$ cat src/common/csr_pkg.sv
package csr_pkg;

    // csr numbers, subset kept by this unit
    localparam logic [13:0] CSR_CRMD   = 14'h000;
    localparam logic [13:0] CSR_PRMD   = 14'h001;
    localparam logic [13:0] CSR_ECFG   = 14'h004;
    localparam logic [13:0] CSR_ESTAT  = 14'h005;
    localparam logic [13:0] CSR_ERA    = 14'h006;
    localparam logic [13:0] CSR_BADV   = 14'h007;
    localparam logic [13:0] CSR_EENTRY = 14'h00c;
    localparam logic [13:0] CSR_SAVE0  = 14'h030;
    localparam logic [13:0] CSR_SAVE1  = 14'h031;
    localparam logic [13:0] CSR_SAVE2  = 14'h032;
    localparam logic [13:0] CSR_SAVE3  = 14'h033;
    localparam logic [13:0] CSR_TID    = 14'h040;
    localparam logic [13:0] CSR_TCFG   = 14'h041;
    localparam logic [13:0] CSR_TVAL   = 14'h042;
    localparam logic [13:0] CSR_TICLR  = 14'h044;

    typedef enum logic [2:0] {
        OP_CSRRD,
        OP_CSRWR,
        OP_CSRXCHG,
        OP_ERTN,
        OP_EXCP
    } csr_op_e;

    typedef enum logic [5:0] {
        ECODE_INT = 6'h00,
        ECODE_ADE = 6'h08,
        ECODE_ALE = 6'h09,
        ECODE_SYS = 6'h0b,
        ECODE_BRK = 6'h0c,
        ECODE_INE = 6'h0d
    } csr_ecode_e;

    typedef struct packed {
        logic        valid;
        csr_op_e     op;
        logic [13:0] num;
        logic [31:0] wdata;
        logic [31:0] mask;      // xchg only
        logic [31:0] pc;
        logic [31:0] vaddr;     // faulting address
        csr_ecode_e  ecode;
        logic [8:0]  esubcode;
    } csr_req_t;

    typedef struct packed {
        logic        done;
        logic [31:0] rdata;     // value before the write
        logic        redirect;
        logic [31:0] redirect_pc;
    } csr_resp_t;

    // crmd bit layout, msb first
    typedef struct packed {
        logic [1:0] datm;
        logic [1:0] datf;
        logic       pg;
        logic       da;
        logic       ie;
        logic [1:0] plv;
    } csr_crmd_t;

    typedef struct packed {
        logic        tcfg_we;
        logic        ticlr;
        logic [31:0] data;      // only the low TIMER_W bits reach the timer
    } csr_timer_wr_t;

    localparam csr_crmd_t CRMD_RESET = '{datm: 2'b00, datf: 2'b00, pg: 1'b0,
                                         da: 1'b1, ie: 1'b0, plv: 2'b00};

endpackage

$ cat src/csr_issue.sv
`timescale 1ns/1ns

module csr_issue (
    input  logic                clk,
    input  logic                rstn,
    input  logic                stall,
    input  logic                flush,
    input  csr_pkg::csr_req_t   req,
    input  logic [7:0]          hw_int,
    input  logic                ie,
    input  logic [12:0]         ecfg_lie,
    input  logic [1:0]          estat_is,
    input  logic                ti,
    output csr_pkg::csr_req_t   stage
);

    logic [12:0]       int_lines;
    logic              stage_busy;
    logic              int_pend;
    logic              take_int;
    logic              accept;
    logic              stage_valid;
    csr_pkg::csr_req_t issue_req;
    csr_pkg::csr_req_t stage_q;

    // same bit order as estat.is, ipi and bit 10 not wired
    assign int_lines = {1'b0, ti, 1'b0, hw_int, estat_is};

    // exception or ertn already in the stage
    assign stage_busy = stage_valid &&
                        (stage_q.op == csr_pkg::OP_EXCP || stage_q.op == csr_pkg::OP_ERTN);

    assign int_pend = ie && (|(int_lines & ecfg_lie)) && !stage_busy;

    // interrupt goes through even under stall
    assign take_int = int_pend && req.valid && !flush;
    assign accept   = req.valid && !flush && (!stall || int_pend);

    always_comb
    begin
        issue_req = req;
        if (take_int)
        begin
            // preempted instruction is dropped, its pc becomes era
            issue_req.op       = csr_pkg::OP_EXCP;
            issue_req.ecode    = csr_pkg::ECODE_INT;
            issue_req.esubcode = '0;
        end
    end

    always_ff @(posedge clk)
    begin
        if (!rstn)
        begin
            stage_valid <= 1'b0;
        end
        else
        begin
            stage_valid <= accept;  // flush or stall leaves the stage empty
        end
    end

    always_ff @(posedge clk)
    begin
        if (accept)
        begin
            stage_q <= issue_req;
        end
    end

    always_comb
    begin
        stage       = stage_q;
        stage.valid = stage_valid;
    end

    // int code only comes from the pending path
    a_no_int_ecode: assert property (
        @(posedge clk) disable iff (!rstn)
        (accept && !take_int && req.op == csr_pkg::OP_EXCP)
            |=> (stage.valid && stage.ecode != csr_pkg::ECODE_INT)
    );

endmodule

$ cat src/csr_regfile.sv
`timescale 1ns/1ns

module csr_regfile #(
    parameter int TIMER_W = 32
) (
    input  logic                    clk,
    input  logic                    rstn,
    input  csr_pkg::csr_req_t       stage,
    input  logic [TIMER_W-1:0]      tcfg,
    input  logic [TIMER_W-1:0]      tval,
    input  logic                    ti,
    input  logic [7:0]              hw_int,
    output csr_pkg::csr_timer_wr_t  timer_wr,
    output logic                    ie,
    output logic [12:0]             ecfg_lie,
    output logic [1:0]              estat_is,
    output csr_pkg::csr_resp_t      resp,
    output logic                    excp_flush,
    output logic                    ertn_flush,
    output csr_pkg::csr_crmd_t      crmd
);

    csr_pkg::csr_crmd_t crmd_q;
    csr_pkg::csr_crmd_t crmd_mode;
    logic [1:0]         prmd_pplv;
    logic               prmd_pie;
    logic [5:0]         estat_ecode;
    logic [8:0]         estat_esubcode;
    logic [31:0]        era;
    logic [31:0]        badv;
    logic [31:6]        eentry;
    logic [31:0]        save [4];
    logic [31:0]        tid;

    logic               is_excp;
    logic               is_ertn;
    logic               csr_we;
    logic [31:0]        rdata;
    logic [31:0]        wmask;
    logic [31:0]        wval;

    assign is_excp = stage.valid && stage.op == csr_pkg::OP_EXCP;
    assign is_ertn = stage.valid && stage.op == csr_pkg::OP_ERTN;
    assign csr_we  = stage.valid &&
                     (stage.op == csr_pkg::OP_CSRWR || stage.op == csr_pkg::OP_CSRXCHG);

    always_comb
    begin
        rdata = '0;  // unlisted numbers read 0
        case (stage.num)
            csr_pkg::CSR_CRMD:   rdata = {23'b0, crmd_q};
            csr_pkg::CSR_PRMD:   rdata = {29'b0, prmd_pie, prmd_pplv};
            csr_pkg::CSR_ECFG:   rdata = {19'b0, ecfg_lie};
            csr_pkg::CSR_ESTAT:
                rdata = {1'b0, estat_esubcode, estat_ecode, 3'b0,
                         1'b0, ti, 1'b0, hw_int, estat_is};
            csr_pkg::CSR_ERA:    rdata = era;
            csr_pkg::CSR_BADV:   rdata = badv;
            csr_pkg::CSR_EENTRY: rdata = {eentry, 6'b0};
            csr_pkg::CSR_SAVE0, csr_pkg::CSR_SAVE1,
            csr_pkg::CSR_SAVE2, csr_pkg::CSR_SAVE3:
                rdata = save[stage.num[1:0]];
            csr_pkg::CSR_TID:    rdata = tid;
            csr_pkg::CSR_TCFG:   rdata[TIMER_W-1:0] = tcfg;
            csr_pkg::CSR_TVAL:   rdata[TIMER_W-1:0] = tval;
            default:             rdata = '0;
        endcase
    end

    assign wmask = (stage.op == csr_pkg::OP_CSRXCHG) ? stage.mask : '1;
    assign wval  = (rdata & ~wmask) | (stage.wdata & wmask);

    assign timer_wr.tcfg_we = csr_we && stage.num == csr_pkg::CSR_TCFG;
    assign timer_wr.ticlr   = csr_we && stage.num == csr_pkg::CSR_TICLR && wval[0];
    assign timer_wr.data    = wval;

    // flush cycle already shows the mode being entered
    always_comb
    begin
        crmd_mode = crmd_q;
        if (is_excp)
        begin
            crmd_mode.plv = 2'b00;
            crmd_mode.ie  = 1'b0;
        end
        else if (is_ertn)
        begin
            crmd_mode.plv = prmd_pplv;
            crmd_mode.ie  = prmd_pie;
        end
    end

    assign crmd       = crmd_mode;
    assign ie         = crmd_q.ie;
    assign excp_flush = is_excp;
    assign ertn_flush = is_ertn;

    always_comb
    begin
        resp          = '0;
        resp.done     = stage.valid;
        resp.rdata    = rdata;
        resp.redirect = is_excp || is_ertn;
        if (is_excp)
            resp.redirect_pc = {eentry, 6'b0};
        else if (is_ertn)
            resp.redirect_pc = era;
    end

    always_ff @(posedge clk)
    begin
        if (!rstn)
        begin
            crmd_q         <= csr_pkg::CRMD_RESET;
            prmd_pplv      <= 2'b00;
            prmd_pie       <= 1'b0;
            ecfg_lie       <= '0;
            estat_is       <= '0;
            estat_ecode    <= '0;
            estat_esubcode <= '0;
            era            <= '0;
            badv           <= '0;
            eentry         <= '0;
            tid            <= '0;
            for (int i = 0; i < 4; i++)
                save[i] <= '0;
        end
        else if (is_excp)
        begin
            crmd_q         <= crmd_mode;
            prmd_pplv      <= crmd_q.plv;
            prmd_pie       <= crmd_q.ie;
            estat_ecode    <= stage.ecode;
            estat_esubcode <= stage.esubcode;
            era            <= stage.pc;
            if (stage.ecode == csr_pkg::ECODE_ALE || stage.ecode == csr_pkg::ECODE_ADE)
                badv <= stage.vaddr;
        end
        else if (is_ertn)
        begin
            crmd_q <= crmd_mode;
        end
        else if (csr_we)
        begin
            case (stage.num)
                csr_pkg::CSR_CRMD:
                begin
                    crmd_q.plv  <= wval[1:0];
                    crmd_q.ie   <= wval[2];
                    crmd_q.datf <= wval[6:5];
                    crmd_q.datm <= wval[8:7];
                    if (wval[3] ^ wval[4])  // da and pg one-hot only
                    begin
                        crmd_q.da <= wval[3];
                        crmd_q.pg <= wval[4];
                    end
                end
                csr_pkg::CSR_PRMD:
                begin
                    prmd_pplv <= wval[1:0];
                    prmd_pie  <= wval[2];
                end
                csr_pkg::CSR_ECFG:   ecfg_lie <= {1'b0, wval[11], 1'b0, wval[9:0]};
                csr_pkg::CSR_ESTAT:  estat_is <= wval[1:0];  // sw bits only
                csr_pkg::CSR_ERA:    era <= wval;
                csr_pkg::CSR_BADV:   badv <= wval;
                csr_pkg::CSR_EENTRY: eentry <= wval[31:6];
                csr_pkg::CSR_SAVE0, csr_pkg::CSR_SAVE1,
                csr_pkg::CSR_SAVE2, csr_pkg::CSR_SAVE3:
                    save[stage.num[1:0]] <= wval;
                csr_pkg::CSR_TID:    tid <= wval;
                default:             ;
            endcase
        end
    end

    a_flush_onehot: assert property (
        @(posedge clk) disable iff (!rstn)
        !(excp_flush && ertn_flush)
    );

    // no interrupt can follow straight after an exception entry
    a_excp_masks_ie: assert property (
        @(posedge clk) disable iff (!rstn)
        excp_flush |=> !(excp_flush && stage.ecode == csr_pkg::ECODE_INT)
    );

endmodule

$ cat src/csr_timer.sv
`timescale 1ns/1ns

module csr_timer #(
    parameter int TIMER_W = 32
) (
    input  logic                    clk,
    input  logic                    rstn,
    input  csr_pkg::csr_timer_wr_t  timer_wr,
    output logic [TIMER_W-1:0]      tcfg,
    output logic [TIMER_W-1:0]      tval,
    output logic                    ti
);

    logic               tcfg_new;  // tval load due on this edge
    logic               tcfg_en;
    logic               tcfg_periodic;
    logic [TIMER_W-1:0] init_val;

    assign tcfg_en       = tcfg[0];
    assign tcfg_periodic = tcfg[1];
    assign init_val      = {tcfg[TIMER_W-1:2], 2'b00};

    always_ff @(posedge clk)
    begin
        if (!rstn)
        begin
            tcfg     <= '0;
            tcfg_new <= 1'b0;
            tval     <= '0;
            ti       <= 1'b0;
        end
        else
        begin
            tcfg_new <= timer_wr.tcfg_we;
            if (timer_wr.tcfg_we)
                tcfg <= timer_wr.data[TIMER_W-1:0];

            if (tcfg_en && (tcfg_new || (tval == '0 && tcfg_periodic)))
                tval <= init_val;
            else if (!tcfg_en)
                tval <= '0;
            else if (tval != '1)
                tval <= tval - 1'b1;  // one-shot parks at all ones

            if (timer_wr.ticlr)
                ti <= 1'b0;
            else if (tcfg_en && !tcfg_new && tval == '0)
                ti <= 1'b1;
        end
    end

    a_ti_needs_en: assert property (
        @(posedge clk) disable iff (!rstn)
        $rose(ti) |-> $past(tcfg_en)
    );

endmodule

$ cat src/csr_unit.sv
`timescale 1ns/1ns

module csr_unit #(
    parameter int TIMER_W = 32
) (
    input  logic                  clk,
    input  logic                  rstn,
    input  logic                  stall,
    input  logic                  flush,
    input  csr_pkg::csr_req_t     req,
    input  logic [7:0]            hw_int,
    output csr_pkg::csr_resp_t    resp,
    output logic                  excp_flush,
    output logic                  ertn_flush,
    output csr_pkg::csr_crmd_t    crmd
);

    csr_pkg::csr_req_t      stage;
    csr_pkg::csr_timer_wr_t timer_wr;
    logic                   ie;
    logic [12:0]            ecfg_lie;
    logic [1:0]             estat_is;
    logic                   ti;
    logic [TIMER_W-1:0]     tcfg;
    logic [TIMER_W-1:0]     tval;

    csr_issue u_issue (
        .clk      (clk),
        .rstn     (rstn),
        .stall    (stall),
        .flush    (flush),
        .req      (req),
        .hw_int   (hw_int),
        .ie       (ie),
        .ecfg_lie (ecfg_lie),
        .estat_is (estat_is),
        .ti       (ti),
        .stage    (stage)
    );

    csr_regfile #(.TIMER_W(TIMER_W)) u_regfile (
        .clk        (clk),
        .rstn       (rstn),
        .stage      (stage),
        .tcfg       (tcfg),
        .tval       (tval),
        .ti         (ti),
        .hw_int     (hw_int),
        .timer_wr   (timer_wr),
        .ie         (ie),
        .ecfg_lie   (ecfg_lie),
        .estat_is   (estat_is),
        .resp       (resp),
        .excp_flush (excp_flush),
        .ertn_flush (ertn_flush),
        .crmd       (crmd)
    );

    csr_timer #(.TIMER_W(TIMER_W)) u_timer (
        .clk      (clk),
        .rstn     (rstn),
        .timer_wr (timer_wr),
        .tcfg     (tcfg),
        .tval     (tval),
        .ti       (ti)
    );

endmodule

$ cat config.mk
export PLATFORM = sky130hd
export DESIGN_NAME = csr_unit
export DESIGN_NICKNAME = d
export VERILOG_FILES = /design/src/common/csr_pkg.sv /design/src/csr_issue.sv /design/src/csr_regfile.sv /design/src/csr_timer.sv /design/src/csr_unit.sv
export SDC_FILE = /design/constraint.sdc
export NUM_CORES = 1
export LEC_CHECK = 0
export BUFFER_PORTS_ARGS = -buffer_cell sky130_fd_sc_hd__buf_4
export CAP_MARGIN = 10
export CORE_MARGIN = 3
export CORE_UTILIZATION = 39
export CTS_CLUSTER_SIZE = 10
export DETAILED_ROUTE_END_ITERATION = 10
export PLACE_DENSITY = 0.62
export SLEW_MARGIN = 20
export SYNTH_ARGS = -nofsm -noshare
export SYNTH_HDL_FRONTEND = slang
export SYNTH_HIERARCHICAL = 1
export SYNTH_SLANG_ARGS = --single-unit
$ cat constraint.sdc
create_clock -name clk -period 15.79 [get_ports clk]
set_input_delay 1.579 -clock clk [delete_from_list [all_inputs] [get_ports clk]]
set_output_delay 1.579 -clock clk [all_outputs]
set_load 0.005 [all_outputs]
After elaboration in Yosys (flattened, before gate mapping). Memory sizes are Yosys's and may differ from the RTL's. A register that Yosys moved wholly into a read port is not among the register bits. Cells that the tools add are included.

Register bits: 389. Memory bits (writable): 128. Bits of input ports: 173. Output and inout port bits: 77. Logic and storage cells: 157. Memories kept: 1.

Add/subtract/negate cells: 1. Equal/unequal tests: 24. Muxes and demuxes: 41. Bitwise operators: 10. Reduce and logical (&&, ||, !) cells: 50.

Memory list: u_regfile.save (depth 4, width 32, read ports 1, clocked after memory_dff 1, write ports 4, line csr_regfile.sv:32) `logic [31:0] save [4];`.

Operators by type and width (count): $mux 32 (16); $pmux 32 s11 (1); $and 32x32->32 (2); $eq 14x3->1 const B (4); $eq 14x6->1 const B (4); $eq 14x7->1 const B (4); $logic_not 32->1 (1); $ne 32x32->1 const B (1); $not 32->32 (1); $or 32x32->32 (1); $reduce_or 32->1 (1); $sub 32x1->32 const B (1); $reduce_and 4->1 (6); $mux 3 (6); $logic_and 1x1->1 (17); $eq 14x1->1 const B (1); $eq 14x4->1 const B (1); $logic_not 14->1 (1); $reduce_or 13->1 (1); $and 12x12->12 (1); $eq 6x4->1 const B (2); $mux 1 (12); $mux 2 (6); $reduce_bool 2->1 (4); 17 further kinds (31).

Logic depth before layout (Yosys ltp). Gate-level depths: netlist of run 1.

Depth after elaboration: 10. Mapped depth: 13. Depth with buffers taken out: 8.

By module. Netlist of run 1, hierarchy kept.

Modules (own cells, without submodules): csr_regfile (instances 1, cells each 1769, area each 16235.6 µm², sequential area each 7086.8 µm²); csr_issue (instances 1, cells each 195, area each 5083.6 µm², sequential area each 4824.6 µm²); csr_timer (instances 1, cells each 292, area each 3041.7 µm², sequential area each 1321.3 µm²).

Least setup slack after synthesis of run 1. Ideal clock, no wire load.

Path type: input to register. Start point: input port hw_int[3]. End point: register u_issue.stage_q, in the netlist u_issue/stage[0], enable pin. Arrival time: 4855 ps. Setup slack: 9617 ps. Stages: 5. Buffers on the path: 1. Path through: a22o_1 > a221oi_2 > a31o_2 > buf_6 > nand2_1.

Longest elaborated chain between the ends: 6.

RTL lines: start: declaration (line csr_unit.sv:11) `input logic [7:0] hw_int,`; $and 12x12->12 (line csr_issue.sv:33) `assign int_pend = ie && (|(int_lines & ecfg_lie)) && !stage_busy;`; $reduce_or 13->1 (line csr_issue.sv:33); $logic_and 1x1->1 (2 in a row) (line csr_issue.sv:33); $logic_or 1x1->1 (line csr_issue.sv:37) `assign accept = req.valid && !flush && (!stall || int_pend);`; $logic_and 1x1->1 (line csr_issue.sv:37); net u_issue.accept (line csr_issue.sv:21) `logic accept;`; end signal: assignment (line csr_issue.sv:67) `stage_q <= issue_req;`; end: declaration (line csr_issue.sv:24) `csr_pkg::csr_req_t stage_q;`.

The timed path passes the listed nets, and every way through them passes these cells. A chain may end at the register's enable or synchronous reset.

==> run summary, run 1 <==
status = finished clean
final clock skew = 0.0400 ns
TritonCTS clock tree = yes
Peak VDD IR = 98.2 uV
Cells after Synth = 2,253
PwrDens = 101 nW/um2
Max-Cap Viols = 0
met2 GRT Util = 43.2%
Arr. time, crit path = 3.77 ns
die height = 256 um
Routed WL = 97.8 mm
met3 usage = 8.21%
utilization after layout = 47.0%
DRT iter0 DRCs = 2,793
CP Launch Type = flip-flop
Final WS setup = 10.44 ns
WL/cell = 29.6 um
Hold-fix buffers, CTS = 0
initial antenna violation count = 4
setup slack, reg-to-reg = 11.90 ns
slew margin rel. = 19.1%
Reg-to-Reg End = u_timer/ti
post-layout min period = 5.35 ns
Post-Syn Area = 24,300 um2
# placed instances = 3,196
Num Clock Sinks = 517
GP Congestion = 0.959
Area growth syn-to-layout = 17.9%
global routing met1 resource utilization = 39.2%
Final Cycle Share = 33.9%
post-route antenna net violation count = 0
first-pass GRT wire length = 140 mm
Die W = 256 um
fin nets = 2,606
Critical Path Sink Type = primary output
CTS Buf Count = 60
HPWL Detailed = 67.5 mm
global route hottest layer = met2
worst-case clock buffer depth = 3
critical path required time = 14.21 ns
Min Hold Slack = 0.455 ns
root buf cell = clkbuf_16
final setup TNS = 0 ns
port bufs = 249
Remaining Overflow, GRT = 0
Worst-path clk slew = 0.06 ns
vias = 20,800
setup violators final = 0
fmax = 187 MHz
DR DRC count = 0
layout cell share with drive strength beyond 1 = 20.7%
reg2reg start = u_issue/stage[143]
peak fanout along the critical path = 100
unrepaired setup endpoints after global routing = no
Ports = 250
setup bufs post-CTS = 0
Max Slew Vio Count = 0
Vias/cell = 6.29
htree depth = 2
Worst Hold Path Cells = 2
fin cells = 3,308
Hold Path End = u_regfile/tid[3]
full die area = 65,400 um2
Hold Startpoint = u_regfile/tid[3]
critical path class = reg -> out
Reg2Reg Depth = 8
worst-margin pin slew = 1.21 ns
largest net degree at the start of global routing = 113
worst hold path class = reg -> reg
Post-Place Worst Slack = 10.88 ns
FF/Latch Area = 13,200 um2
Starting Density = 39.9%
DRT Pass-1 Iters = 6
post_cts resized = 0
Syn Nets = 2,429
final hold violation count = 0
clk_lat worst skew = 0.65 ns
synthesis warning total = 6
Site Rows = 90
core box area = 61,000 um2
LEAKAGE = 0.0101 uW
vias in the first global route = 20,200
fillers = 5,725
Tot GR Track Use = 28.8%
area of the multi-input gates = 10,200 um2
Mean Syn Cell Area = 10.8 um2
## registers in the layout, indices dropped and copies added (netlist names), 6 cells and up
name,cells
u_regfile/badv,32
u_regfile/eentry,26
u_regfile/tid,32
u_regfile/crmd,6
u_regfile/save,128
u_regfile/estat_esubcode,9
u_issue/stage,160
u_timer/tval,32
u_timer/tcfg,32
u_regfile/estat_ecode,6
u_regfile/era,32
u_regfile/ecfg_lie,11
## worst max-delay path, stage by stage (launching register included)
cell,delay [ns]
edfxtp_1,0.37
buf_12,0.46
nor4b_2,1.01
and4_1,0.61
a222oi_1,0.21
o21ai_0,0.23
buf_4,0.18
## power by group
part / internal, uW / total [uW] / switching [uW]
Combinational: 48.6 / 126 / 77.3
Sequential: 1440 / 1450 / 8.69
Clock: 749 / 1310 / 564
## final cells by class
| class | count | share of cell area (%) |
|---|---|---|
| Antenna cell | 1 | 0.00872 |
| Inverter | 38 | 0.501 |
| Sequential cell | 517 | 46.1 |
| Clock inverter | 8 | 0.392 |
| Tap cell | 828 | 3.61 |
| Clock buffer | 103 | 5.97 |
| Multi-Input combinational cell | 1521 | 35.7 |
| Timing Repair Buffer | 292 | 7.74 |
## placed cells by master (no fill, tap or decap), types with 6 or more instances in the layout
cell and count:
a211oi_1 24, a21o_1 6, a21oi_1 145, a22o_1 81, a22oi_1 59, a31oi_1 12, a32oi_1 9, and2_1 33
and3_1 17, buf_4 289, clkbuf_1 39, clkbuf_16 61, dfxtp_1 229, edfxtp_1 288, inv_1 34, mux2_2 11
mux2i_1 72, mux4_2 32, nand2_1 174, nand2_2 6, nand2b_1 10, nand3_1 82, nand3b_1 20, nand4_1 25
nor2_1 207, nor2_2 7, nor2b_1 42, nor3_1 39, nor4_1 16, nor4_2 6, nor4_4 9, o211ai_1 36
o21ai_0 102, o21ai_1 13, o22ai_1 13, o2bb2ai_1 13, or2_2 16, or3_1 8, xnor2_1 7, xor2_1 20
## metrics by stage
| stage | cell area (um2) | total power, uW |
|---|---|---|
| final | 28700 | 2890 |
| after floorplan | 24300 | 1530 |
| after detailed placement | 26900 | 1600 |
| after CTS | 28700 | 2910 |
| after global routing | 28700 | 2970 |
| after global placement | 26900 | 1600 |
## per-layer routing
metal	wire [um]	part of all wire (%)	vias to the layer above
li1	-	-	8826
met1	39100	40	10300
met2	42200	43	1466
met3	12000	12	256
met4	4290	4.4	6
met5	120	0.12	-
## worst max-delay path by stage
stage / depth (start not counted) / slack (ns) / endpoint / startpoint
after global placement: 8 / 10.94 / resp[37] / u_issue/stage[143]
after detailed placement: 7 / 10.88 / u_issue/stage[123] / flush
after floorplan: 5 / 9.62 / u_issue/stage[0] / hw_int[3]
after CTS: 6 / 10.49 / resp[42] / u_issue/stage[144]
final: 6 / 10.44 / resp[42] / u_issue/stage[144]
after global routing: 6 / 10.36 / resp[42] / u_issue/stage[144]
No activity file was read; power rests on OpenSTA's default activity.
==> inputs of run 2 (changes only) <==
==> constraint.sdc (replaced) <==
create_clock -name clk -period 5.1 [get_ports clk]
set_input_delay 0.51 -clock clk [delete_from_list [all_inputs] [get_ports clk]]
set_output_delay 0.51 -clock clk [all_outputs]
set_load 0.005 [all_outputs]
==> run 2 against run 1 <==
  * Total power increased to 3.1 times the previous value
  * Non-clock buffer count is 24 higher
  * Largest power group unchanged
  * Core utilization up 0.49 points
  * Register-to-register slack got worse by 11 ns
  * Clock-buffer cell count up 1
  * Worst hold slack worse by 0.42 ns
  * Combinational power rose to 3.1 times the previous value
  * Flip-flop and latch count is the same
  * Via count increased by 0.32%
  * Final cell count up 0.79%
==> run summary, run 2 (synthesis results as in run 1) <==
peak fanout along the critical path = 45 (was 100)
Cell Chain, Critical Path = buf_12 > nor2b_1 > a22oi_1 > o22ai_1 > a22o_1 > nand2_1 > nand2_1 > buf_4 (was buf_12 > nor4b_2 > and4_1 > a222oi_1 > o21ai_0 > buf_4)
max reg flops = 160 (unchanged)
Hold Path End = u_issue/stage[30] (was u_regfile/tid[3])
Min Hold Slack = 0.0326 ns (was 0.455 ns)
Arr. time, crit path = 4.12 ns (was 3.77 ns)
fmax = 216 MHz
vias = 20,900 (was 20,800)
largest net degree at the start of global routing = 88 (was 113)
met3 usage = 8.36% (was 8.21%)
CP Launch Type = flip-flop (unchanged)
WL/cell = 29.2 um (was 29.6 um)
global route hottest layer = met2 (unchanged)
root buf cell = clkbuf_16 (unchanged)
clk_lat worst skew = 0.65 ns (about the same)
final hold violation count = 0 (unchanged)
PwrDens = 310 nW/um2 (was 101 nW/um2)
Num Clock Sinks = 517 (unchanged)
setup slack, reg-to-reg = 1.23 ns (was 11.90 ns)
diode count = 0 (was 1)
Max Slew Vio Count = 0 (unchanged)
met2 GRT Util = 42.2% (was 43.2%)
Starting Density = 39.9% (unchanged)
DRT Pass-1 Iters = 9 (was 6)
Reg2Reg Depth = 9 (was 8)
slowest CP cell = edfxtp_1 (was nor4b_2)
Max-Cap Viols = 0 (unchanged)
DRT iter0 DRCs = 3,023 (was 2,793)
Routed WL = 97.5 mm (was 97.8 mm)
first-pass GRT wire length = 140 mm (about the same)
CTS Buf Count = 61 (was 60)
Area growth syn-to-layout = 19.1% (was 17.9%)
most used cell, CP = nand2_1
Buf/Inv on CP = 2 (unchanged)
setup violators final = 0 (unchanged)
FF/Latch Area = 13,200 um2 (unchanged)
worst-margin pin slew = 1.18 ns (was 1.21 ns)
layout cell share with drive strength beyond 1 = 21.5% (was 20.7%)
Worst Hold Path Cells = 1 (was 2)
unrepaired setup endpoints after global routing = no (unchanged)
area of the multi-input gates = 10,200 um2 (about the same)
Critical Path Sink Type = primary output (unchanged)
Hold Startpoint = req[30] (was u_regfile/tid[3])
LEAKAGE = 0.0103 uW (was 0.0101 uW)
commonest non-fill, non-tap cells in the layout = buf_4 (308), edfxtp_1 (288), dfxtp_1 (229), nor2_1 (208), nand2_1 (174) (was buf_4 (289), edfxtp_1 (288), dfxtp_1 (229), nor2_1 (207), nand2_1 (174))
commonest non-fill, non-tap cell in the layout = buf_4 (unchanged)
Post-Place Worst Slack = 1.22 ns (was 10.88 ns)
GP Congestion = 0.980 (was 0.959)
critical path class = reg -> out (unchanged)
reg2reg start = u_issue/stage[143] (unchanged)
Peak VDD IR = 290 uV (was 98.2 uV)
Reg-to-Reg End = u_timer/tcfg[30] (was u_timer/ti)
Site Rows = 90 (unchanged)
Remaining Overflow, GRT = 0 (unchanged)
Final WS setup = 0.473 ns (was 10.44 ns)
fillers = 5,660 (was 5,725)
Final Cycle Share = 90.7%
worst-case clock buffer depth = 3 (unchanged)
worst hold path class = in -> reg (was reg -> reg)
Die W = 256 um (unchanged)
full die area = 65,400 um2 (unchanged)
final setup TNS = 0 ns (unchanged)
setup bufs post-CTS = 0 (unchanged)
Tot GR Track Use = 28.7% (was 28.8%)
core box area = 61,000 um2 (unchanged)
critical path's top delay family = flip-flops (was simple AND/OR/NAND/NOR gates)
Vias/cell = 6.26 (was 6.29)
TritonCTS clock tree = yes (unchanged)
final clock skew = 0.0366 ns (was 0.0400 ns)
slew margin rel. = 20.5% (was 19.1%)
port bufs = 249 (unchanged)
die height = 256 um (unchanged)
post_cts resized = 0 (unchanged)
Worst-path clk slew = 0.06 ns (about the same)
vias in the first global route = 19,900 (was 20,200)
global routing met1 resource utilization = 39.5% (was 39.2%)
HPWL Detailed = 68.6 mm (was 67.5 mm)
Ports = 250 (unchanged)
post-route antenna net violation count = 0 (unchanged)
status = finished clean (unchanged)
initial antenna violation count = 0 (was 4)
Max stage delay on crit path = 1.04 ns (was 1.01 ns)
DR DRC count = 0 (unchanged)
critical path required time = 4.59 ns (was 14.21 ns)
Hold-fix buffers, CTS = 0 (unchanged)
htree depth = 2 (unchanged)
post-layout min period = 4.63 ns
fin nets = 2,631 (was 2,606)
## run 2: cell type report
class | count | area share (%)
inverter | 38 | 0.496
clock buffer | 104 | 6.14
sequential | 517 | 45.6
timing repair buffer | 316 | 8.55
multi-input combinational | 1521 | 35.3
clock inverter | 10 | 0.324
tap | 828 | 3.57
## run 2: how the worst max path moves through the flow
stage                                   start                   end  slack, ns  cells past startpoint
after floorplan           u_issue/stage_valid  u_regfile/save[0][0]       0.88                      6
after global placement     u_issue/stage[145]              resp[53]       1.16                      6
after detailed placement   u_issue/stage[145]              resp[53]       1.22                      6
after CTS                  u_issue/stage[145]              resp[53]       0.51                      6
after global routing       u_issue/stage[143]              resp[55]       0.40                      8
final                      u_issue/stage[143]              resp[55]       0.47                      8
## run 2: power breakdown
part	switching (uW)	total [uW]	internal [uW]
logic	236	394	157
clock network	1740	4110	2360
registers	34.0	4500	4470
## run 2: layer usage
layer  wire length, um  vias up
li1                  -     8889
met1             39000    10200
met2             41500     1488
met3             12300      287
met4              4750        0
met5                 0        -
## run 2: metrics by stage
step | power [uW] | cell area (um2) | std cells | utilization, %
floorplan | 4750 | 24300 | 2253 | -
global placement | 4960 | 27100 | 3219 | 44.4
detailed placement | 4970 | 27100 | 3219 | 44.4
CTS | 9050 | 29000 | 3333 | 47.5
global route | 9240 | 29000 | 3334 | 47.5
finish | 9000 | 29000 | 3334 | 47.5
